==> src/hw/periphPkg.sv <==
// shared constants and types for the peripheral block
// register map, AXI response codes, UART engine states and fixed rates
`default_nettype none

package periphPkg;

	// register offsets within the 4 KB window
	typedef enum logic [11:0]
	{
		timerLo    = 12'h000,
		timerHi    = 12'h004,
		uartRxData = 12'h010,
		uartTxData = 12'h014,
		uartStatus = 12'h018,
		gpioIn     = 12'h020,
		gpioOut    = 12'h024,
		gpioDir    = 12'h028,
		gpioSet    = 12'h030,
		gpioClr    = 12'h034
	} regOffset;

	typedef enum logic [1:0]
	{
		okay   = 2'd0,
		slvErr = 2'd2
	} axiResp;

	typedef enum logic [1:0]
	{
		txIdle,
		txStart,
		txData,
		txStop
	} txState;

	typedef enum logic [1:0]
	{
		rxIdle,
		rxStart,
		rxData,
		rxStop
	} rxState;

	localparam int fifoDepth = 8;
	localparam int bitClocks = 16;

	// 65536 / 524 clocks per microsecond at 125 MHz
	localparam logic [15:0] tickStep = 16'd524;

endpackage

`default_nettype wire
==> src/hw/periphTop.sv <==
// peripheral block top level for the soft CPU bus
// AXI4-Lite slave with timer, UART and GPIO behind it
`timescale 1ns/100ps
`default_nettype none

module periphTop
(
	input  logic        clock,
	input  logic        rst,

	input  logic        awvalid,
	output logic        awready,
	input  logic [11:0] awaddr,
	input  logic        wvalid,
	output logic        wready,
	input  logic [31:0] wdata,
	output logic        bvalid,
	input  logic        bready,
	output logic [1:0]  bresp,
	input  logic        arvalid,
	output logic        arready,
	input  logic [11:0] araddr,
	output logic        rvalid,
	input  logic        rready,
	output logic [31:0] rdata,
	output logic [1:0]  rresp,

	output logic        txd,
	input  logic        rxd,

	input  logic [31:0] gpioIn,
	output logic [31:0] gpioOut,
	output logic [31:0] gpioDir
);

	logic txPush;
	logic [7:0] txByte;
	logic txFull;
	logic txEmpty;
	logic txPop;
	logic [7:0] txHead;
	logic rxPush;
	logic [7:0] rxByte;
	logic rxPop;
	logic [7:0] rxHead;
	logic rxFull;
	logic rxEmpty;
	logic [63:0] usecCount;

	periphRegs regs
	(
		.clock(clock), .rst(rst),
		.awvalid(awvalid), .awready(awready), .awaddr(awaddr),
		.wvalid(wvalid), .wready(wready), .wdata(wdata),
		.bvalid(bvalid), .bready(bready), .bresp(bresp),
		.arvalid(arvalid), .arready(arready), .araddr(araddr),
		.rvalid(rvalid), .rready(rready), .rdata(rdata), .rresp(rresp),
		.txPush(txPush), .txByte(txByte), .txFull(txFull), .txEmpty(txEmpty),
		.rxPop(rxPop), .rxHead(rxHead), .rxFull(rxFull), .rxEmpty(rxEmpty),
		.usecCount(usecCount),
		.gpioIn(gpioIn), .gpioOut(gpioOut), .gpioDir(gpioDir)
	);

	byteFifo txFifo
	(
		.clock(clock), .rst(rst),
		.push(txPush), .pushByte(txByte),
		.pop(txPop), .popHead(txHead),
		.full(txFull), .empty(txEmpty)
	);

	byteFifo rxFifo
	(
		.clock(clock), .rst(rst),
		.push(rxPush), .pushByte(rxByte),
		.pop(rxPop), .popHead(rxHead),
		.full(rxFull), .empty(rxEmpty)
	);

	uartTx tx
	(
		.clock(clock), .rst(rst),
		.head(txHead), .empty(txEmpty), .pop(txPop),
		.txd(txd)
	);

	uartRx rx
	(
		.clock(clock), .rst(rst),
		.rxd(rxd), .push(rxPush), .byteOut(rxByte)
	);

	usecTimer timer
	(
		.clock(clock), .rst(rst),
		.count(usecCount)
	);

endmodule

`default_nettype wire

==> src/hw/periphRegs.sv <==
// AXI4-Lite register front end for the timer, UART FIFOs and GPIO
// one outstanding write and one outstanding read, whole-word writes only
`timescale 1ns/100ps
`default_nettype none

module periphRegs
(
	input  logic        clock,
	input  logic        rst,

	input  logic        awvalid,
	output logic        awready,
	input  logic [11:0] awaddr,
	input  logic        wvalid,
	output logic        wready,
	input  logic [31:0] wdata,
	output logic        bvalid,
	input  logic        bready,
	output logic [1:0]  bresp,
	input  logic        arvalid,
	output logic        arready,
	input  logic [11:0] araddr,
	output logic        rvalid,
	input  logic        rready,
	output logic [31:0] rdata,
	output logic [1:0]  rresp,

	output logic        txPush,
	output logic [7:0]  txByte,
	input  logic        txFull,
	input  logic        txEmpty,
	output logic        rxPop,
	input  logic [7:0]  rxHead,
	input  logic        rxFull,
	input  logic        rxEmpty,

	input  logic [63:0] usecCount,

	input  logic [31:0] gpioIn,
	output logic [31:0] gpioOut,
	output logic [31:0] gpioDir
);

	logic wrHs;
	logic arHs;
	logic [31:0] readData;
	logic [31:0] hiLatch;

	function automatic logic mapped(input logic [11:0] addr);
		case (addr)
			periphPkg::timerLo, periphPkg::timerHi,
			periphPkg::uartRxData, periphPkg::uartTxData, periphPkg::uartStatus,
			periphPkg::gpioIn, periphPkg::gpioOut, periphPkg::gpioDir,
			periphPkg::gpioSet, periphPkg::gpioClr:
				return 1'b1;
			default:
				return 1'b0;
		endcase
	endfunction

	// address and data are taken together, one write in flight
	assign wrHs    = awvalid && wvalid && !bvalid;
	assign awready = wrHs;
	assign wready  = wrHs;

	assign arHs    = arvalid && !rvalid;
	assign arready = arHs;

	assign txPush = wrHs && (awaddr == periphPkg::uartTxData);
	assign txByte = wdata[7:0];
	assign rxPop  = arHs && (araddr == periphPkg::uartRxData);

	always_comb
	begin
		readData = '0;
		case (araddr)
			periphPkg::timerLo:    readData = usecCount[31:0];
			periphPkg::timerHi:    readData = hiLatch;
			periphPkg::uartRxData: readData = rxEmpty ? '0 : {24'b0, rxHead};
			periphPkg::uartStatus: readData = {28'b0, txFull, txEmpty, rxFull, !rxEmpty};
			periphPkg::gpioIn:     readData = gpioIn;
			periphPkg::gpioOut:    readData = gpioOut;
			periphPkg::gpioDir:    readData = gpioDir;
			default:               readData = '0;
		endcase
	end

	always_ff @(posedge clock)
	begin
		if (rst)
		begin
			bvalid  <= 1'b0;
			bresp   <= periphPkg::okay;
			gpioOut <= '0;
			gpioDir <= '0;
		end
		else if (wrHs)
		begin
			bvalid <= 1'b1;
			bresp  <= mapped(awaddr) ? periphPkg::okay : periphPkg::slvErr;
			case (awaddr)
				periphPkg::gpioOut: gpioOut <= wdata;
				periphPkg::gpioDir: gpioDir <= wdata;
				periphPkg::gpioSet: gpioOut <= gpioOut | wdata;
				periphPkg::gpioClr: gpioOut <= gpioOut & ~wdata;
				default:            gpioOut <= gpioOut;
			endcase
		end
		else if (bready)
		begin
			bvalid <= 1'b0;
		end
	end

	always_ff @(posedge clock)
	begin
		if (rst)
		begin
			rvalid  <= 1'b0;
			hiLatch <= '0;
		end
		else if (arHs)
		begin
			rvalid <= 1'b1;
			// upper half frozen so timerHi matches the low word just read
			if (araddr == periphPkg::timerLo)
				hiLatch <= usecCount[63:32];
		end
		else if (rready)
		begin
			rvalid <= 1'b0;
		end
	end

	always_ff @(posedge clock)
	begin
		if (arHs)
		begin
			rdata <= readData;
			rresp <= mapped(araddr) ? periphPkg::okay : periphPkg::slvErr;
		end
	end

	assertBHold: assert property (@(posedge clock) disable iff (rst)
		bvalid && !bready |=> bvalid && $stable(bresp))
		else $error("bvalid dropped or bresp changed before bready");

	assertRHold: assert property (@(posedge clock) disable iff (rst)
		rvalid && !rready |=> rvalid && $stable(rdata) && $stable(rresp))
		else $error("rvalid dropped or read data changed before rready");

endmodule

`default_nettype wire

==> src/hw/usecTimer.sv <==
// free-running microsecond counter
// a 16-bit phase accumulator yields one tick per microsecond on average
`timescale 1ns/100ps
`default_nettype none

module usecTimer
(
	input  logic        clock,
	input  logic        rst,
	output logic [63:0] count
);

	logic [15:0] acc;
	logic [16:0] sum;
	logic tick;

	assign sum = {1'b0, acc} + {1'b0, periphPkg::tickStep};

	always_ff @(posedge clock)
	begin
		if (rst)
		begin
			acc   <= '0;
			tick  <= 1'b0;
			count <= '0;
		end
		else
		begin
			acc  <= sum[15:0];
			// carry out of the accumulator is one microsecond
			tick <= sum[16];
			if (tick)
				count <= count + 64'd1;
		end
	end

endmodule

`default_nettype wire

==> src/hw/uartRx.sv <==
// 8N1 UART receiver feeding the RX byte FIFO
// bytes with a low stop bit are discarded
`timescale 1ns/100ps
`default_nettype none

module uartRx
(
	input  logic       clock,
	input  logic       rst,
	input  logic       rxd,
	output logic       push,
	output logic [7:0] byteOut
);

	localparam int cntBits = $clog2(periphPkg::bitClocks);

	periphPkg::rxState state;
	logic [cntBits-1:0] bitCnt;
	logic [2:0] bitIdx;
	logic [7:0] shiftReg;
	logic rxMeta;
	logic rxSync;
	logic rxPrev;
	logic lastClock;
	logic halfClock;

	assign lastClock = bitCnt == cntBits'(periphPkg::bitClocks - 1);
	assign halfClock = bitCnt == cntBits'(periphPkg::bitClocks / 2 - 1);
	assign byteOut   = shiftReg;

	always_ff @(posedge clock)
	begin
		if (rst)
		begin
			state  <= periphPkg::rxIdle;
			bitCnt <= '0;
			bitIdx <= '0;
			push   <= 1'b0;
			rxMeta <= 1'b1;
			rxSync <= 1'b1;
			rxPrev <= 1'b1;
		end
		else
		begin
			rxMeta <= rxd;
			rxSync <= rxMeta;
			rxPrev <= rxSync;
			push   <= 1'b0;
			bitCnt <= bitCnt + 1'b1;
			case (state)
				periphPkg::rxIdle:
				begin
					bitCnt <= '0;
					if (rxPrev && !rxSync)
						state <= periphPkg::rxStart;
				end
				periphPkg::rxStart:
				begin
					// a start bit gone high by mid-bit was a glitch
					if (halfClock)
					begin
						bitCnt <= '0;
						bitIdx <= '0;
						state  <= rxSync ? periphPkg::rxIdle : periphPkg::rxData;
					end
				end
				periphPkg::rxData:
				begin
					if (lastClock)
					begin
						bitCnt <= '0;
						bitIdx <= bitIdx + 1'b1;
						if (bitIdx == 3'd7)
							state <= periphPkg::rxStop;
					end
				end
				default:
				begin
					if (lastClock)
					begin
						bitCnt <= '0;
						push   <= rxSync;
						state  <= periphPkg::rxIdle;
					end
				end
			endcase
		end
	end

	// sampled at each bit center
	always_ff @(posedge clock)
	begin
		if (state == periphPkg::rxData && lastClock)
			shiftReg <= {rxSync, shiftReg[7:1]};
	end

	assertStartWindow: assert property (@(posedge clock) disable iff (rst)
		state == periphPkg::rxStart |-> bitCnt < cntBits'(periphPkg::bitClocks / 2))
		else $error("bitCnt past mid-bit while rxState is rxStart");

endmodule

`default_nettype wire

==> src/hw/uartTx.sv <==
// 8N1 UART transmitter fed from the TX byte FIFO
// frames go out back to back while the FIFO holds data
`timescale 1ns/100ps
`default_nettype none

module uartTx
(
	input  logic       clock,
	input  logic       rst,
	input  logic [7:0] head,
	input  logic       empty,
	output logic       pop,
	output logic       txd
);

	localparam int cntBits = $clog2(periphPkg::bitClocks);

	periphPkg::txState state;
	logic [cntBits-1:0] bitCnt;
	logic [2:0] bitIdx;
	logic [7:0] shiftReg;
	logic lastClock;
	logic lineNext;

	assign lastClock = bitCnt == cntBits'(periphPkg::bitClocks - 1);

	// take the next byte from idle or straight at the end of a stop bit
	assign pop = !empty && ((state == periphPkg::txIdle) ||
		(state == periphPkg::txStop && lastClock));

	always_comb
	begin
		case (state)
			periphPkg::txStart: lineNext = 1'b0;
			periphPkg::txData:  lineNext = shiftReg[0];
			default:            lineNext = 1'b1;
		endcase
	end

	always_ff @(posedge clock)
	begin
		if (rst)
		begin
			state  <= periphPkg::txIdle;
			bitCnt <= '0;
			bitIdx <= '0;
			txd    <= 1'b1;
		end
		else
		begin
			txd    <= lineNext;
			bitCnt <= (state == periphPkg::txIdle || lastClock) ? '0 : bitCnt + 1'b1;
			case (state)
				periphPkg::txIdle:
				begin
					if (pop)
						state <= periphPkg::txStart;
				end
				periphPkg::txStart:
				begin
					if (lastClock)
					begin
						state  <= periphPkg::txData;
						bitIdx <= '0;
					end
				end
				periphPkg::txData:
				begin
					if (lastClock)
					begin
						bitIdx <= bitIdx + 1'b1;
						if (bitIdx == 3'd7)
							state <= periphPkg::txStop;
					end
				end
				default:
				begin
					if (lastClock)
						state <= pop ? periphPkg::txStart : periphPkg::txIdle;
				end
			endcase
		end
	end

	// LSB first
	always_ff @(posedge clock)
	begin
		if (pop)
			shiftReg <= head;
		else if (state == periphPkg::txData && lastClock)
			shiftReg <= {1'b1, shiftReg[7:1]};
	end

	assertIdleHigh: assert property (@(posedge clock) disable iff (rst)
		state == periphPkg::txIdle |-> txd)
		else $error("txd low while txState is txIdle");

endmodule

`default_nettype wire

==> src/hw/byteFifo.sv <==
// byte FIFO between the register front end and a UART engine
// pushes to a full FIFO and pops from an empty one are ignored
`timescale 1ns/100ps
`default_nettype none

module byteFifo
(
	input  logic       clock,
	input  logic       rst,
	input  logic       push,
	input  logic [7:0] pushByte,
	input  logic       pop,
	output logic [7:0] popHead,
	output logic       full,
	output logic       empty
);

	localparam int ptrBits = $clog2(periphPkg::fifoDepth);
	localparam int cntBits = $clog2(periphPkg::fifoDepth + 1);

	logic [7:0] mem [periphPkg::fifoDepth];
	logic [ptrBits-1:0] wrPtr;
	logic [ptrBits-1:0] rdPtr;
	logic [cntBits-1:0] count;
	logic doPush;
	logic doPop;

	function automatic logic [ptrBits-1:0] nextPtr(input logic [ptrBits-1:0] ptr);
		return (ptr == ptrBits'(periphPkg::fifoDepth - 1)) ? '0 : ptr + 1'b1;
	endfunction

	assign doPush  = push && !full;
	assign doPop   = pop && !empty;
	assign full    = count == cntBits'(periphPkg::fifoDepth);
	assign empty   = count == '0;
	assign popHead = mem[rdPtr];

	always_ff @(posedge clock)
	begin
		if (rst)
		begin
			wrPtr <= '0;
			rdPtr <= '0;
			count <= '0;
		end
		else
		begin
			if (doPush)
				wrPtr <= nextPtr(wrPtr);
			if (doPop)
				rdPtr <= nextPtr(rdPtr);
			if (doPush && !doPop)
				count <= count + 1'b1;
			else if (doPop && !doPush)
				count <= count - 1'b1;
		end
	end

	always_ff @(posedge clock)
	begin
		if (doPush)
			mem[wrPtr] <= pushByte;
	end

	assertCount: assert property (@(posedge clock) disable iff (rst)
		count <= cntBits'(periphPkg::fifoDepth))
		else $error("FIFO occupancy above depth");

endmodule

`default_nettype wire

==> config.mk <==
export PLATFORM = sky130hd
export DESIGN_NAME = periphTop
export DESIGN_NICKNAME = d
export VERILOG_FILES = /design/src/hw/periphPkg.sv /design/src/hw/periphTop.sv /design/src/hw/periphRegs.sv /design/src/hw/usecTimer.sv /design/src/hw/uartRx.sv /design/src/hw/uartTx.sv /design/src/hw/byteFifo.sv
export SDC_FILE = /design/constraint.sdc
export NUM_CORES = 1
export LEC_CHECK = 0
export BUFFER_PORTS_ARGS = -buffer_cell sky130_fd_sc_hd__buf_4
export CAP_MARGIN = 20
export CORE_ASPECT_RATIO = 0.75
export CORE_MARGIN = 5
export CORE_UTILIZATION = 55
export CTS_BUF_LIST = sky130_fd_sc_hd__clkbuf_4 sky130_fd_sc_hd__clkbuf_8
export CTS_CLUSTER_SIZE = 40
export DETAILED_ROUTE_END_ITERATION = 16
export GPL_ROUTABILITY_DRIVEN = 0
export GPL_TIMING_DRIVEN = 0
export MAX_ROUTING_LAYER = met4
export PLACE_DENSITY = 0.79
export SLEW_MARGIN = 15
export SYNTH_ARGS = -nofsm -noshare
export SYNTH_HDL_FRONTEND = slang
export SYNTH_SLANG_ARGS = --single-unit
==> constraint.sdc <==
create_clock -name clock -period 3.8 [get_ports clock]
set_input_delay 0.38 -clock clock [delete_from_list [all_inputs] [get_ports clock]]
set_output_delay 0.38 -clock clock [all_outputs]
set_load 0.01 [all_outputs]
Word-level counts from Yosys, hierarchy flattened
Memory sizes are Yosys's and may differ from the RTL's. A register that Yosys moved wholly into a read port is not among the register bits.
Index checks and enable logic that the tools add are counted.
{ "op_classes": {"add_sub_neg": 14, "n_eq_ne": 42, "n_mux": 56, "bitwise_logic": 4, "n_reduce_logical": 58} }
{ "op_table": {"columns": ["cell", "count"], "rows": [
  ["case mux 32 bit (7 select lines)", 1],
  ["== test 12 x 6 -> 1 bit, second input constant", 10],
  ["case mux 32 bit (3 select lines)", 1],
  ["== test 12 x 5 -> 1 bit, second input constant", 6],
  ["adder 64 x 1 -> 64 bit, second input constant", 1],
  ["2-to-1 mux 3 bit", 12],
  ["AND 32 bit", 1],
  ["inverter 32 bit", 1],
  ["bitwise OR 32 bit", 1],
  ["2-to-1 mux 2 bit", 13],
  ["== test 12 x 3 -> 1 bit, second input constant", 2],
  ["zero test 12 bit", 2],
  ["2-to-1 mux 4 bit", 6],
  ["2-to-1 mux 8 bit", 3],
  ["OR reduction 10 bit", 2],
  ["adder 3 x 1 -> 3 bit, second input constant", 6],
  ["== test 3 bit, second input constant", 6],
  ["logical AND 1 bit", 18],
  ["adder 16 x 10 -> 17 bit, second input constant", 1],
  ["adder 4 x 1 -> 4 bit, second input constant", 4],
  ["== test 4 bit, second input constant", 4],
  ["inequality test 2 x 1 -> 1 bit, second input constant", 8],
  ["nonzero test 2 bit", 8],
  ["2-to-1 mux 1 bit", 14],
  ["19 further kinds", 43]
]} }
{ "word_totals": {"ff_bits": 274, "ram_bits": 128, "elab_cells": 206, "memories": 2} }
{ "mem_list": {"columns": ["name", "depth", "width", "read_ports", "rd_clocked_by_memory_dff", "wr", "line_no", "source"], "rows": [
  ["rxFifo.mem", 8, 8, 1, 1, 1, "byteFifo.sv:21", "logic [7:0] mem [periphPkg::fifoDepth];"],
  ["txFifo.mem", 8, 8, 1, 1, 1, "byteFifo.sv:21", null]
]} }

Depth between registers and ports, before layout
Gate-level depths: netlist of run 1.
{ "logic_depth": {"depth_word": 8, "ltp_mapped": 15, "depth_no_buf": 13} }

Modules after synthesis
From an unflattened synthesis of run 1, not the netlist that was laid out.
{ "unflattened": {"hier_cells": 1630, "area_unflattened_um2": 18630.4} }
{ "modules_own_cells": {"columns": ["mod", "instances", "cells_per_inst", "area_each_um2"], "rows": [
  ["periphRegs", 1, 721, 6996.7],
  ["byteFifo", 2, 169, 3159.3],
  ["usecTimer", 1, 421, 3552.2],
  ["uartRx", 1, 80, 904.6],
  ["uartTx", 1, 70, 858.3]
]} }

Least setup slack after synthesis of run 1
Ideal clock, no wire load.
{ "synth_timing": {"kind": "reg-to-reg", "startpoint": "register regs.rvalid", "endpoint": "register rxFifo.count[3]", "setup_ns": 0.070, "arrival_ns": 3.765, "slack_ns": -0.035, "path_stages_with_launch": 11, "path_buffers": 0, "period_less_slack_ns": 3.835, "path_cell_list": "dfxtp_1 -> nor2b_1 -> nand4_1 -> ha_1 -> inv_1 -> ha_1 -> a21o_1 -> a21oi_1 -> xnor2_1 -> or3_1 -> a21oi_1"} }
{ "synth_between": {"elab_chain_len": 7} }
{ "synth_rtl": {"columns": ["element", "line_no", "source"], "rows": [
  ["from (decl)", "periphRegs.sv:23", "output logic rvalid,"],
  ["from (signal assigned)", "periphRegs.sv:119", "rvalid <= 1'b0;"],
  ["from (signal assigned)", "periphRegs.sv:124", "rvalid <= 1'b1;"],
  ["from (signal assigned)", "periphRegs.sv:131", "rvalid <= 1'b0;"],
  ["zero test 1 bit (*)", "periphRegs.sv:66", "assign arHs = arvalid && !rvalid;"],
  ["logical AND 1 bit (*)", "periphRegs.sv:66", null],
  ["via arready", "periphTop.sv:21", "output logic arready,"],
  ["logical AND 1 bit (*)", "periphRegs.sv:71", "assign rxPop = arHs && (araddr == periphPkg::uartRxData);"],
  ["logical AND 1 bit (*)", "byteFifo.sv:33", "assign doPop = pop && !empty;"],
  ["zero test 1 bit", "byteFifo.sv:52", "if (doPush && !doPop)"],
  ["logical AND 1 bit", "byteFifo.sv:52", null],
  ["2-to-1 mux 4 bit or nonzero test 2 bit (tied branches)", null, null],
  ["to (signal assigned)", "byteFifo.sv:53", "count <= count + 1'b1;"],
  ["to (signal assigned)", "byteFifo.sv:55", "count <= count - 1'b1;"],
  ["to (decl)", "byteFifo.sv:24", "logic [cntBits-1:0] count;"]
]} }
The timed path passes the listed nets; every way through them passes the cells marked *.
A chain may end at the register's enable or synchronous reset.

Worst setup path in the final report of run 1
{ "layout_timing": {"startpoint": "register tx.bitCnt[0]", "endpoint": "register txFifo.count[3]"} }
{ "layout_between": {"elab_chain_len": 8} }
{ "layout_rtl": {"columns": ["element", "line_no", "source"], "rows": [
  ["from (decl)", "uartTx.sv:19", "logic [cntBits-1:0] bitCnt;"],
  ["from (signal assigned)", "uartTx.sv:52", "bitCnt <= (state == periphPkg::txIdle || lastClock) ? '0 : bitCnt + 1'b1;"],
  ["== test 4 bit (*)", "uartTx.sv:25", "assign lastClock = bitCnt == cntBits'(periphPkg::bitClocks - 1);"],
  ["logical AND 1 bit (*)", "uartTx.sv:29", "(state == periphPkg::txStop && lastClock));"],
  ["logical OR 1 bit (*)", "uartTx.sv:28", "assign pop = !empty && ((state == periphPkg::txIdle) ||"],
  ["logical AND 1 bit (*)", "uartTx.sv:28", null],
  ["logical AND 1 bit (*)", "byteFifo.sv:33", null],
  ["zero test 1 bit", "byteFifo.sv:52", null],
  ["logical AND 1 bit", "byteFifo.sv:52", null],
  ["2-to-1 mux 4 bit or nonzero test 2 bit (tied branches)", null, null],
  ["to (signal assigned)", "byteFifo.sv:53", null],
  ["to (signal assigned)", "byteFifo.sv:55", null],
  ["to (decl)", "byteFifo.sv:24", null]
]} }
Mark *: on every way between the ends. The rest lies on a longest branch, timed or not.

==> results of run 1 <==
## synthesized netlist by cell type (4+ instances only)
master	count
sky130_fd_sc_hd__xor2_1	37
sky130_fd_sc_hd__nand2_1	256
sky130_fd_sc_hd__nand2b_1	10
sky130_fd_sc_hd__ha_1	30
sky130_fd_sc_hd__and4_1	10
sky130_fd_sc_hd__o2bb2ai_1	4
sky130_fd_sc_hd__o21ai_0	99
sky130_fd_sc_hd__inv_1	21
sky130_fd_sc_hd__or3_1	27
sky130_fd_sc_hd__and3_1	11
sky130_fd_sc_hd__buf_1	10
sky130_fd_sc_hd__mux2i_1	62
sky130_fd_sc_hd__a222oi_1	5
sky130_fd_sc_hd__or4_1	13
sky130_fd_sc_hd__dfxtp_1	227
sky130_fd_sc_hd__buf_2	6
sky130_fd_sc_hd__nor4_1	16
sky130_fd_sc_hd__a32o_1	32
sky130_fd_sc_hd__mux4_2	32
sky130_fd_sc_hd__clkbuf_1	78
sky130_fd_sc_hd__edfxtp_1	177
sky130_fd_sc_hd__nand3_1	27
sky130_fd_sc_hd__and2_1	7
sky130_fd_sc_hd__nor3_1	22
sky130_fd_sc_hd__nor2b_1	4
sky130_fd_sc_hd__nand4_1	37
sky130_fd_sc_hd__or2_2	5
sky130_fd_sc_hd__xnor2_1	26
sky130_fd_sc_hd__nor3b_1	5
sky130_fd_sc_hd__a21oi_1	120
sky130_fd_sc_hd__a22oi_1	24
sky130_fd_sc_hd__nor2_1	111
## cell type report
type                       count  area (sq um)  area share (%)
antenna                        4          10.0          0.0480
buffer                        98           395            1.90
clock buffer                  82          1010            4.85
clock inverter                29           174           0.835
inverter                      22          82.6           0.396
multi-input combinational   1077          7010            33.7
sequential                   404          9860            47.3
tap                          406           508            2.44
timing repair buffer         227          1780            8.55
## sequential cells by signal, summed over array words and instances (netlist names), 4 cells and up, named ones only
register      cells
rx.bitCnt         4
timer.count      64
regs.hiLatch     32
txFifo.count      4
regs.gpioDir     32
tx.shiftReg       8
regs.rdata       32
regs.gpioOut     32
rx.byteOut        8
txFifo.mem       64
rxFifo.count      4
rxFifo.mem       64
timer.acc        14
tx.bitCnt         4
## logic make-up (layout without fill, tap and decap cells)
family	Yosys count	in the layout	share of synthesized area, %
AOI/OAI and AO/OA	304	304	10.7
xor gates and xnor gates	63	63	3.19
adders and majority gates	32	32	2.40
buffers and inverters	120	458	2.76
DFF	404	404	57.0
muxes	94	94	7.76
other	1	6	0.0217
and+or+nand+nor	582	582	16.2
## worst max path at each step
stage | from | endpoint | slack (ns)
after global placement | arvalid | rxFifo.count[3]$_SDFFE_PP0P_ | -0.17
after detailed placement | tx.bitCnt[0]$_SDFF_PP0_ | txFifo.count[3]$_SDFFE_PP0P_ | 0.06
final | tx.bitCnt[0]$_SDFF_PP0_ | txFifo.count[3]$_SDFFE_PP0P_ | 0.32
after floorplan | tx.bitCnt[0]$_SDFF_PP0_ | txFifo.count[3]$_SDFFE_PP0P_ | 0.57
after CTS | tx.bitCnt[0]$_SDFF_PP0_ | txFifo.count[3]$_SDFFE_PP0P_ | 0.18
after global routing | tx.bitCnt[0]$_SDFF_PP0_ | txFifo.count[3]$_SDFFE_PP0P_ | 0.003
## stage by stage
step | TNS (ns) | worst slack (ns) | instances | power (mW)
floorplan | 0 | 0.572 | 1601 | 5.62
global placement | -0.166 | -0.166 | 2203 | 5.97
detailed placement | 0 | 0.0600 | 2208 | 6.01
CTS | 0 | 0.176 | 2345 | 9.47
global route | 0 | 0.00311 | 2349 | 9.86
finish | 0 | 0.321 | 2349 | 9.44
## report_power, final
part	internal (mW)	total (mW)	switching (mW)
Clock	1.80	3.47	1.67
Sequential	4.70	4.78	0.0830
Combinational	0.507	1.19	0.685
Total	7.00	9.44	2.44
## timing repair
action                                  in CTS  in global routing
hold buffers                                26                  0
endpoints found under the setup margin       1                  1
gates resized for setup                      1                  2
hold endpoints to repair                    33                  0
## metal layers
| metal | track usage, % | part of all wire, % |
|---|---|---|
| met1 | 37.2 | 41 |
| met2 | 43.3 | 45 |
| met3 | 6.32 | 10 |
| met4 | 9.89 | 3.1 |
| met5 | - | 0 |
==> summary.txt, run 1 <==
Status
  • Result of the run: finished, final reports clean

Critical path
  • Arrival time reported for the critical path endpoint: 4.04 ns
  • Worst-case register-to-register setup slack: approximately 0.32 ns
  • Setup crit start kind: register
  • Biggest fanout along the worst timing path: 10
  • Worst r2r path cells: 15
  • Largest incremental delay on the critical path: about 0.38 ns
  • Endpoint kind of the worst setup timing path: register
  • Sum of buffers and inverters on the critical path: 4
  • R2r startpoint: tx.bitCnt[0]$_SDFF_PP0_
  • Critical path required time: between 4 and 5 ns
  • Critical path class: reg2reg
  • Path length in cells of the critical path: 15
  • Worst-path cell chain: ha_1, and3_1, clkbuf_1, a21oi_1, nor2_2, clkbuf_2, inv_1, ha_1, inv_1, ha_1, a21o_1, a21oi_1, xnor2_1, or3_1, a21oi_1
  • Reg-to-reg endpoint: txFifo.count[3]$_SDFFE_PP0P_
  • Max stage delay cell, worst path: sky130_fd_sc_hd__nor2_2
  • Kind of cell adding the most delay to the critical path: simple AND/OR/NAND/NOR gates

STA
  • Final count of hold timing violations: 0
  • Setup repair after global routing missed its margin: false
  • Slew Limit Headroom: roughly 34%
  • Worst Max-Slew Pin Slew: roughly 0.98 ns
  • Total count of max-transition violations in the final report: 0
  • Fin Hold WS: 0.0230 ns
  • Clock Skews: roughly 0.021 ns
  • Final-report setup violation count: 0
  • Period minus WS final: around 3.5 ns
  • Period Utilization, post-route: between 90% and 100%
  • Highest attainable clock frequency: around 0.29 GHz

Clock tree
  • H-tree depth reported by CTS: 2
  • Clock buffer depth: 3
  • Clock slew at reported path FFs: roughly 0.070 ns
  • Count of buffers added by post-CTS timing repair for setup: 0
  • Clock tree from TritonCTS: yes
  • Later-pin clock latency in the skew report: between 0.6 and 0.7 ns
  • Number of buffers created by CTS: 59
  • Sink Count: around 400
  • Root buffer cell: sky130_fd_sc_hd__clkbuf_8

Min path
  • Worst hold path class: in2reg
  • Min-Delay Endpoint: regs.gpioOut[28]$_SDFFE_PP0P_
  • Worst hold path depth: 2
  • Hold_sp: wdata[28]

Power
  • VDD IR max: approximately 0.34 mV
  • Ratio of total power to cell area: ~450 nW/um^2
  • Leakage power figure: between 7 and 8 nW

Logic synthesis
  • #FFs+latches synth: 404
  • Post-synthesis instance total: about 1,600
  • Cell variety after synth: 65
  • Count of warnings emitted by yosys: 0
  • Cell area after synthesis: approximately 17,000 sq um
  • Cell taking the most area after synthesis: sky130_fd_sc_hd__edfxtp_1
  • Commonest register cell after synthesis: sky130_fd_sc_hd__dfxtp_1
  • Main area contributors after synthesis: sky130_fd_sc_hd__edfxtp_1, sky130_fd_sc_hd__dfxtp_1, sky130_fd_sc_hd__nand2_1
  • Mean instance size in the synthesized netlist: around 11 sq um
  • Proportion of synthesized flip-flops having asynchronous set or reset: 0%
  • Synth top area share: ~31%
  • Share of synthesized area occupied by flip-flops and latches: between 50% and 60%
  • EDFF count, synth: 177

Finish
  • NumNets Final: approximately 2,000
  • Number of fill cells: 2,379
  • Layout Area Growth over Synthesis: 20.5%
  • Leading cell type in the layout, fill and taps excluded: sky130_fd_sc_hd__nand2_1
  • Commonest cells after routing, fill and taps aside: sky130_fd_sc_hd__nand2_1, sky130_fd_sc_hd__dfxtp_1, sky130_fd_sc_hd__buf_4, sky130_fd_sc_hd__edfxtp_1, sky130_fd_sc_hd__a21oi_1
  • Fraction of layout cells with a size suffix above 1: between 15 and 20%
  • Utilization after layout: about two thirds
  • Fin area: roughly 21,000 sq um

Floorplanning
  • Core area: around 31,000 sq um
  • Die Outline Area: between 30,000 and 40,000 sq um
  • Std cell rows: between 50 and 60
  • Die Y: around 160 um
  • I/O pins: 202
  • Width of the die: between 200 and 250 um
  • Effective utilization at floorplan: 55.6%

Placement
  • Total of buffers placed on input and output ports: around 200
  • Detailed-placement wirelength estimate: approximately 36 mm
  • Placement Cell Area: slightly below 20,000 sq um

Global routing
  • Antenna violations before repair: 4
  • Wire length of the first global-routing pass: 75.3 mm
  • Vias in the first global route: about 14,000
  • Grt ovf: 0
  • Largest net degree at the start of global routing: 30
  • All-Layer GR Usage: 28.1%

Detailed routing
  • Via density per instance: around 6
  • Routed wire per std cell: about 21 um
  • Total wire length: slightly below 50 mm
  • Post-route DRC violation count: 0
  • Number of nets with antenna violations after detailed routing: 0
  • Vias post-DR: 14,105
  • Number of iterations in the first detailed-routing pass: 6
  • Starting DRT DRC Count: about 1,800

Job
  • Max-capacitance violation count: 0
Power figures use the tool's default switching activity.
==> run 2, diff against run 1 <==
Settings changed: CORE_MARGIN 5 to 2, CTS_CLUSTER_DIAMETER from default to 200, PLACE_DENSITY 0.79 to 0.83.
==> run 2 against run 1 <==
  * Highest routed layer unchanged
  * Worst hold slack better by 0.0064 ns
  * Non-clock buffer count increased by 1
  * Clock skew grew 0.072 ns
  * Largest cell class unchanged
  * Design area decreased by 4.2%
  * Combinational power about the same
  * Clock power shrank 51%
  * Critical endpoint unchanged
  * Die area is 6.4% lower
==> summary.txt, run 2 (same netlist as run 1, synthesis figures left out) <==
Critical path
  • Setup crit start kind: register
  • Critical path class: reg2reg
  • R2r startpoint: tx.bitCnt[0]$_SDFF_PP0_
  • Worst-case register-to-register setup slack: 0.36 ns (+0.04 ns)
  • Critical path required time: 4.38 ns (+0.02 ns)
  • Endpoint kind of the worst setup timing path: register
  • Biggest fanout along the worst timing path: 10 (unchanged)
  • Launching instance or port of the critical path: tx.bitCnt[0]$_SDFF_PP0_
  • Worst r2r path cells: 15 (unchanged)
  • Reg-to-reg endpoint: txFifo.count[3]$_SDFFE_PP0P_
  • Arrival time reported for the critical path endpoint: 4.02 ns (-0.02 ns)
  • Endpoint of the worst setup timing path: txFifo.count[3]$_SDFFE_PP0P_

Detailed routing
  • Metal-1 WL: 19.4 mm (-4.0%)
  • Top layer used by detailed routing: met4
  • Met3 Routed Length: 4.38 mm (-11%)
  • Starting DRT DRC Count: 1,934 (+7.4%)
  • Total wire length: 46.3 mm (-5.3%)
  • Routed wire per std cell: 20.5 um (-1.7%)
  • Vias post-DR: 13,795 (-2.2%)
  • Post-route DRC violation count: 0 (unchanged)
  • Met2 WL: 20.8 mm (-6.7%)
  • Via density per instance: 6.10 (+1.5%)
  • Number of iterations in the first detailed-routing pass: 5 (-1)
  • Number of nets with antenna violations after detailed routing: 0 (unchanged)

Floorplanning
  • Effective utilization at floorplan: 55.6% (unchanged)
  • Die Y: 158 um (-3.7%)
  • I/O pins: 202 (unchanged)
  • Std cell rows: 56 (unchanged)
  • Width of the die: 209 um (-2.8%)
  • Core area: 31,100 sq um (unchanged)
  • Die Outline Area: 32,900 sq um (-6.4%)

Power
  • Leakage power figure: 6.96 nW (-6.3%)
  • Ratio of total power to cell area: 384 nW/um^2 (-15%)
  • VDD IR max: 0.491 mV (+42%)

STA
  • Clock Skews: 0.0930 ns (+0.0718 ns)
  • Period minus WS final: 3.44 ns (-0.0434 ns)
  • Final-report setup violation count: 0 (unchanged)
  • Worst Max-Slew Pin Slew: 1.08 ns (+0.0980 ns)
  • Fin Hold WS: 0.0294 ns (+0.00637 ns)
  • Total count of max-transition violations in the final report: 0 (unchanged)
  • Slew Limit Headroom: 27.4% (-6.6 points)
  • Highest attainable clock frequency: 0.291 GHz (+1.3%)
  • Setup repair after global routing missed its margin: false
  • Final count of hold timing violations: 0 (unchanged)
  • Final setup slack of the worst path: 0.365 ns (+0.0434 ns)
  • Period Utilization, post-route: 90.4% (-1.1 points)

Clock tree
  • Sink Count: 404 (unchanged)
  • Number of buffers created by CTS: 14 (-76%)
  • Root buffer cell: sky130_fd_sc_hd__clkbuf_8
  • Clock slew at reported path FFs: 0.23 ns (+0.16 ns)
  • Later-pin clock latency in the skew report: 0.63 ns (about the same)
  • Count of buffers added by post-CTS timing repair for setup: 0 (unchanged)
  • Clock buffer depth: 3 (unchanged)
  • H-tree depth reported by CTS: 1 (-1)
  • Clock tree from TritonCTS: yes

Min path
  • Worst hold path class: in2reg

Global routing
  • Largest net degree at the start of global routing: 42 (+40%)
  • Vias in the first global route: 12,803 (-5.3%)
  • All-Layer GR Usage: 28.6% (+0.55 points)
  • Antenna violations before repair: 4 (unchanged)
  • Wire length of the first global-routing pass: 70.6 mm (-6.3%)
  • Grt ovf: 0 (unchanged)

Finish
  • Utilization after layout: 64.2% (-2.8 points)
  • Commonest cells after routing, fill and taps aside: sky130_fd_sc_hd__nand2_1, sky130_fd_sc_hd__dfxtp_1, sky130_fd_sc_hd__buf_4, sky130_fd_sc_hd__edfxtp_1, sky130_fd_sc_hd__a21oi_1
  • Fraction of layout cells with a size suffix above 1: 16.0% (-3.2 points)
  • Fin area: 20,000 sq um (-4.2%)
  • Number of fill cells: 2,393 (+0.59%)
  • Leading cell type in the layout, fill and taps excluded: sky130_fd_sc_hd__nand2_1
  • NumNets Final: 1,973 (-2.2%)
  • Layout Area Growth over Synthesis: 15.4%
  • Largest registers: rxFifo.mem x64, timer.count x64, txFifo.mem x64

Status
  • Result of the run: finished, final reports clean

Placement
  • Worst setup slack after placement: 0.128 ns (+0.0676 ns)
  • Total of buffers placed on input and output ports: 196 (unchanged)
  • Detailed-placement wirelength estimate: 34.7 mm (-2.8%)
  • Placement Cell Area: 19,400 sq um (-0.10%)

Job
  • Max-capacitance violation count: 0 (unchanged)
[run 2: changes by cell type in the layout (fill, tap and decap cells not counted), sizes merged]
cell,before,now
clkbuf,160,102
clkinv,24,1
buf,221,219
clkinvlp,2,0
dlygate4sd3,26,28
inv,24,22
bufinv,1,0
[run 2: worst max-delay path: stages (launching register included)]
cell	delay [ns]
sky130_fd_sc_hd__dfxtp_1	0.40
sky130_fd_sc_hd__ha_1	0.19
sky130_fd_sc_hd__and3_1	0.16
sky130_fd_sc_hd__clkbuf_1	0.30
sky130_fd_sc_hd__a21oi_1	0.16
sky130_fd_sc_hd__nor2_2	0.35
sky130_fd_sc_hd__clkbuf_2	0.29
sky130_fd_sc_hd__inv_1	0.09
sky130_fd_sc_hd__ha_1	0.22
sky130_fd_sc_hd__inv_1	0.12
sky130_fd_sc_hd__ha_1	0.24
sky130_fd_sc_hd__a21o_1	0.17
sky130_fd_sc_hd__a21oi_1	0.16
sky130_fd_sc_hd__xnor2_1	0.10
sky130_fd_sc_hd__or3_1	0.30
sky130_fd_sc_hd__a21oi_1	0.13
[run 2: metrics by stage]
| stage | total power, mW | TNS, ns | instances |
|---|---|---|---|
| after floorplan | 5.62 | 0 | 1601 |
| after global placement | 5.95 | -0.155 | 2203 |
| after detailed placement | 5.99 | 0 | 2206 |
| after CTS | 7.65 | 0 | 2258 |
| after global routing | 7.95 | 0 | 2263 |
| final | 7.66 | 0 | 2263 |
[run 2: layout make-up]
class	instances	area, sq um	share of cell area, %
well taps	406	508	2.54
flip-flops and latches	404	9860	49.4
clock inverters	1	30.0	0.150
clock buffers	23	267	1.34
plain buffers	98	395	1.98
inverters	22	82.6	0.414
repair buffers	228	1790	8.98
diodes	4	10.0	0.0501
multi-input cells	1077	7020	35.2
[run 2: per-layer routing]
metal | GRT usage, % | up-vias
met3 | 4.57 | 114
li1 | - | 6306
met5 | - | -
met2 | 44.0 | 739
met4 | 10.6 | 0
met1 | 38.7 | 6636
[run 2: report_power, final]
| group | switching, mW | internal, mW | leakage, nW |
|---|---|---|---|
| combinational | 0.664 | 0.508 | 3.35 |
| sequential | 0.0815 | 4.70 | 3.45 |
| clock | 1.24 | 0.466 | 0.156 |
[run 2: worst min path at each step]
stage / to / cells after the start / start / slack (ns)
floorplan: rx.rxSync$_SDFF_PP1_ / 1 / rx.rxMeta$_SDFF_PP1_ / 0.39
global placement: rx.rxSync$_SDFF_PP1_ / 1 / rx.rxMeta$_SDFF_PP1_ / 0.40
detailed placement: rx.rxSync$_SDFF_PP1_ / 1 / rx.rxMeta$_SDFF_PP1_ / 0.41
CTS: txFifo.mem[4][4]$_DFFE_PP_ / 1 / wdata[4] / 0.007
global route: txFifo.mem[5][5]$_DFFE_PP_ / 1 / wdata[5] / 0.01
finish: txFifo.mem[4][4]$_DFFE_PP_ / 1 / wdata[4] / 0.03
[run 2: timing repair]
| action | in CTS | in global routing |
|---|---|---|
| endpoints found under the setup margin | 0 | 1 |
| hold buffers | 28 | 0 |
| endpoints found under the hold margin | 48 | 0 |
| resized for setup | 0 | 3 |
==> run 3, diff against run 2 <==
Settings changed: CORE_ASPECT_RATIO 0.75 to 1.25.
==> run 3 against run 2 <==
  * Wire length increased by 0.74%
  * Via count decreased by 0.28%
  * Setup slack got worse by 0.13 ns
  * Power increased by 0.29%
  * Flip-flop and latch count unchanged
==> summary.txt, run 3 (same netlist as run 1, synthesis figures left out) <==
Critical path
  • Max stage delay cell, worst path: sky130_fd_sc_hd__dfxtp_1
  • Arrival time reported for the critical path endpoint: 4.13 ns (+0.11 ns)
  • Critical path class: reg2reg
  • Worst r2r path cells: 15 (unchanged)
  • Setup crit start kind: register
  • Biggest fanout along the worst timing path: 10 (unchanged)
  • Sum of buffers and inverters on the critical path: 4 (unchanged)
  • R2r startpoint: tx.bitCnt[0]$_SDFF_PP0_
  • Worst-case register-to-register setup slack: 0.23 ns (-0.13 ns)
  • Largest incremental delay on the critical path: 0.41 ns (about the same)
  • Endpoint kind of the worst setup timing path: register
  • Reg-to-reg endpoint: txFifo.count[3]$_SDFFE_PP0P_
  • Path length in cells of the critical path: 15 (unchanged)
  • Worst-path cell chain: ha_1, and3_1, clkbuf_1, a21oi_1, nor2_4, clkbuf_1, inv_1, ha_1, inv_1, ha_1, a21o_1, a21oi_1, xnor2_1, or3_1, a21oi_1
  • Kind of cell adding the most delay to the critical path: buffers and inverters
  • Critical path required time: 4.36 ns (-0.02 ns)

Finish
  • NumNets Final: 1,968 (-0.25%)
  • Filler-free cell count of the finished design: 2,257 (-0.27%)
  • Layout Area Growth over Synthesis: 15.1%
  • Largest registers: rxFifo.mem x64, timer.count x64, txFifo.mem x64
  • Multi-input gate area: 7020 sq um (about the same)
  • Number of fill cells: 2,381 (-0.50%)
  • Commonest cells after routing, fill and taps aside: sky130_fd_sc_hd__nand2_1, sky130_fd_sc_hd__dfxtp_1, sky130_fd_sc_hd__buf_4, sky130_fd_sc_hd__edfxtp_1, sky130_fd_sc_hd__a21oi_1
  • Leading cell type in the layout, fill and taps excluded: sky130_fd_sc_hd__nand2_1
  • Fraction of layout cells with a size suffix above 1: 16.1% (+0.097 points)
  • Total area of sequential cells: 9860 sq um (unchanged)

Clock tree
  • Root buffer cell: sky130_fd_sc_hd__clkbuf_8
  • Clock buffer depth: 3 (unchanged)
  • Sink Count: 404 (unchanged)
  • Later-pin clock latency in the skew report: 0.61 ns (-0.02 ns)
  • H-tree depth reported by CTS: 1 (unchanged)
  • Clock tree from TritonCTS: yes
  • Clock slew at reported path FFs: 0.24 ns (about the same)
  • Number of buffers created by CTS: 14 (unchanged)

Floorplanning
  • Core area: 31,000 sq um (-0.39%)
  • Width of the die: 163 um (-22%)
  • I/O pins: 202 (unchanged)
  • Std cell rows: 72 (+29%)
  • Effective utilization at floorplan: 55.8% (+0.22 points)
  • Die Outline Area: 32,900 sq um (about the same)
  • Die Y: 202 um (+28%)

Power
  • Ratio of total power to cell area: 386 nW/um^2 (+0.56%)
  • PnR Total Power: 7.68 mW (+0.29%)
  • VDD IR max: 0.318 mV (-35%)
  • Leakage power figure: 6.95 nW (-0.23%)

Detailed routing
  • Top layer used by detailed routing: met4
  • Via density per instance: 6.09 (about the same)
  • Total wire length: 46.7 mm (+0.74%)
  • Starting DRT DRC Count: 1,729 (-11%)
  • Metal-1 WL: 17.5 mm (-9.7%)
  • Number of iterations in the first detailed-routing pass: 6 (+1)
  • Routed wire per std cell: 20.7 um (+1.0%)
  • Met3 Routed Length: 3.88 mm (-11%)
  • Post-route DRC violation count: 0 (unchanged)
  • Vias post-DR: 13,756 (-0.28%)
  • Number of nets with antenna violations after detailed routing: 0 (unchanged)
  • Met2 WL: 23.3 mm (+12%)

Job
  • Max-capacitance violation count: 0 (unchanged)

Placement
  • Worst setup slack after placement: 0.0588 ns (-0.0688 ns)
  • Number of cells after detailed placement: 2,210 (+0.18%)
  • Detailed-placement wirelength estimate: 34.9 mm (+0.75%)
  • Total of buffers placed on input and output ports: 196 (unchanged)

STA
  • Period minus WS final: 3.57 ns (+0.131 ns)
  • Clock Skews: 0.115 ns (+0.0222 ns)
  • Period Utilization, post-route: 93.8% (+3.4 points)
  • Slew Limit Headroom: 31.8% (+4.5 points)
  • Total count of max-transition violations in the final report: 0 (unchanged)
  • Final count of hold timing violations: 0 (unchanged)
  • Fin Hold WS: 0.00747 ns (-0.0219 ns)
  • Highest attainable clock frequency: 0.280 GHz (-3.7%)
  • Final setup slack of the worst path: 0.234 ns (-0.131 ns)
  • Setup total negative slack: 0 ns (unchanged)
  • Worst Max-Slew Pin Slew: 1.01 ns (-0.0662 ns)
  • Final-report setup violation count: 0 (unchanged)

Global routing
  • Antenna violations before repair: 2 (-2)
  • Grt ovf: 0 (unchanged)
  • All-Layer GR Usage: 28.3% (-0.34 points)
  • Vias in the first global route: 13,201 (+3.1%)
  • Largest net degree at the start of global routing: 42 (unchanged)
  • Wire length of the first global-routing pass: 71.1 mm (+0.72%)

Min path
  • Min-Delay Endpoint: regs.gpioOut[19]$_SDFFE_PP0P_
  • Worst hold path class: in2reg
  • Worst hold path depth: 2 (+1)
  • Hold_sp: wdata[19]

Status
  • Result of the run: finished, final reports clean
==> run 3: cell count changes in the layout (fill, tap and decap cells not counted), sizes merged <==
cell | before | now
dlygate4sd3 | 28 | 21
clkbuf | 102 | 101
diode | 4 | 2
buf | 219 | 222
==> run 3: cell type report <==
cell class                      instances  area share, %
Multi-Input combinational cell       1077           35.3
Buffer                                 98           1.98
Timing Repair Buffer                  223           8.74
Clock inverter                          1          0.151
Clock buffer                           23           1.34
Tap cell                              407           2.56
Sequential cell                       404           49.5
Antenna cell                            2         0.0251
Inverter                               22          0.415
==> run 3: worst max-delay path by stage <==
stage	startpoint	to	slack [ns]
floorplan	tx.bitCnt[0]$_SDFF_PP0_	txFifo.count[3]$_SDFFE_PP0P_	0.57
global placement	awaddr[9]	txFifo.mem[2][6]$_DFFE_PP_	-0.12
detailed placement	tx.bitCnt[0]$_SDFF_PP0_	txFifo.count[3]$_SDFFE_PP0P_	0.06
CTS	tx.bitCnt[0]$_SDFF_PP0_	txFifo.count[3]$_SDFFE_PP0P_	0.01
global route	tx.bitCnt[0]$_SDFF_PP0_	txFifo.count[3]$_SDFFE_PP0P_	-0.01
finish	tx.bitCnt[0]$_SDFF_PP0_	txFifo.count[3]$_SDFFE_PP0P_	0.23
==> run 3: metal layers <==
metal / GRT usage [%] / up-vias
li1: - / 6279
met1: 34.4 / 6642
met2: 48.5 / 695
met3: 3.59 / 140
met4: 10.3 / 0
met5: - / -
==> run 3: through the flow <==
step	instance area (sq um)	util, %
after floorplan	17300	-
after global placement	19300	62.2
after detailed placement	19400	62.6
after CTS	19800	64.0
after global routing	19900	64.2
final	19900	64.2
==> run 3: power breakdown <==
group | internal [mW] | switching, mW | leakage, nW
sequential | 4.70 | 0.0833 | 3.45
clock | 0.466 | 1.23 | 0.156
combinational | 0.506 | 0.696 | 3.34
==> run 3: repair_timing <==
action                                  CTS  global route
resized for setup                         0             2
endpoints found under the hold margin    18             5
endpoints found under the setup margin    0             1
hold buffers                             16             5
buffers inserted                          0             0
==> run 3: worst register-to-register path, cell delays in order (launching register included) <==
cell	delay (ns)
sky130_fd_sc_hd__dfxtp_1	0.41
sky130_fd_sc_hd__ha_1	0.20
sky130_fd_sc_hd__and3_1	0.17
sky130_fd_sc_hd__clkbuf_1	0.28
sky130_fd_sc_hd__a21oi_1	0.20
sky130_fd_sc_hd__nor2_4	0.26
sky130_fd_sc_hd__clkbuf_1	0.38
sky130_fd_sc_hd__inv_1	0.13
sky130_fd_sc_hd__ha_1	0.25
sky130_fd_sc_hd__inv_1	0.13
sky130_fd_sc_hd__ha_1	0.25
sky130_fd_sc_hd__a21o_1	0.17
sky130_fd_sc_hd__a21oi_1	0.17
sky130_fd_sc_hd__xnor2_1	0.09
sky130_fd_sc_hd__or3_1	0.31
sky130_fd_sc_hd__a21oi_1	0.14
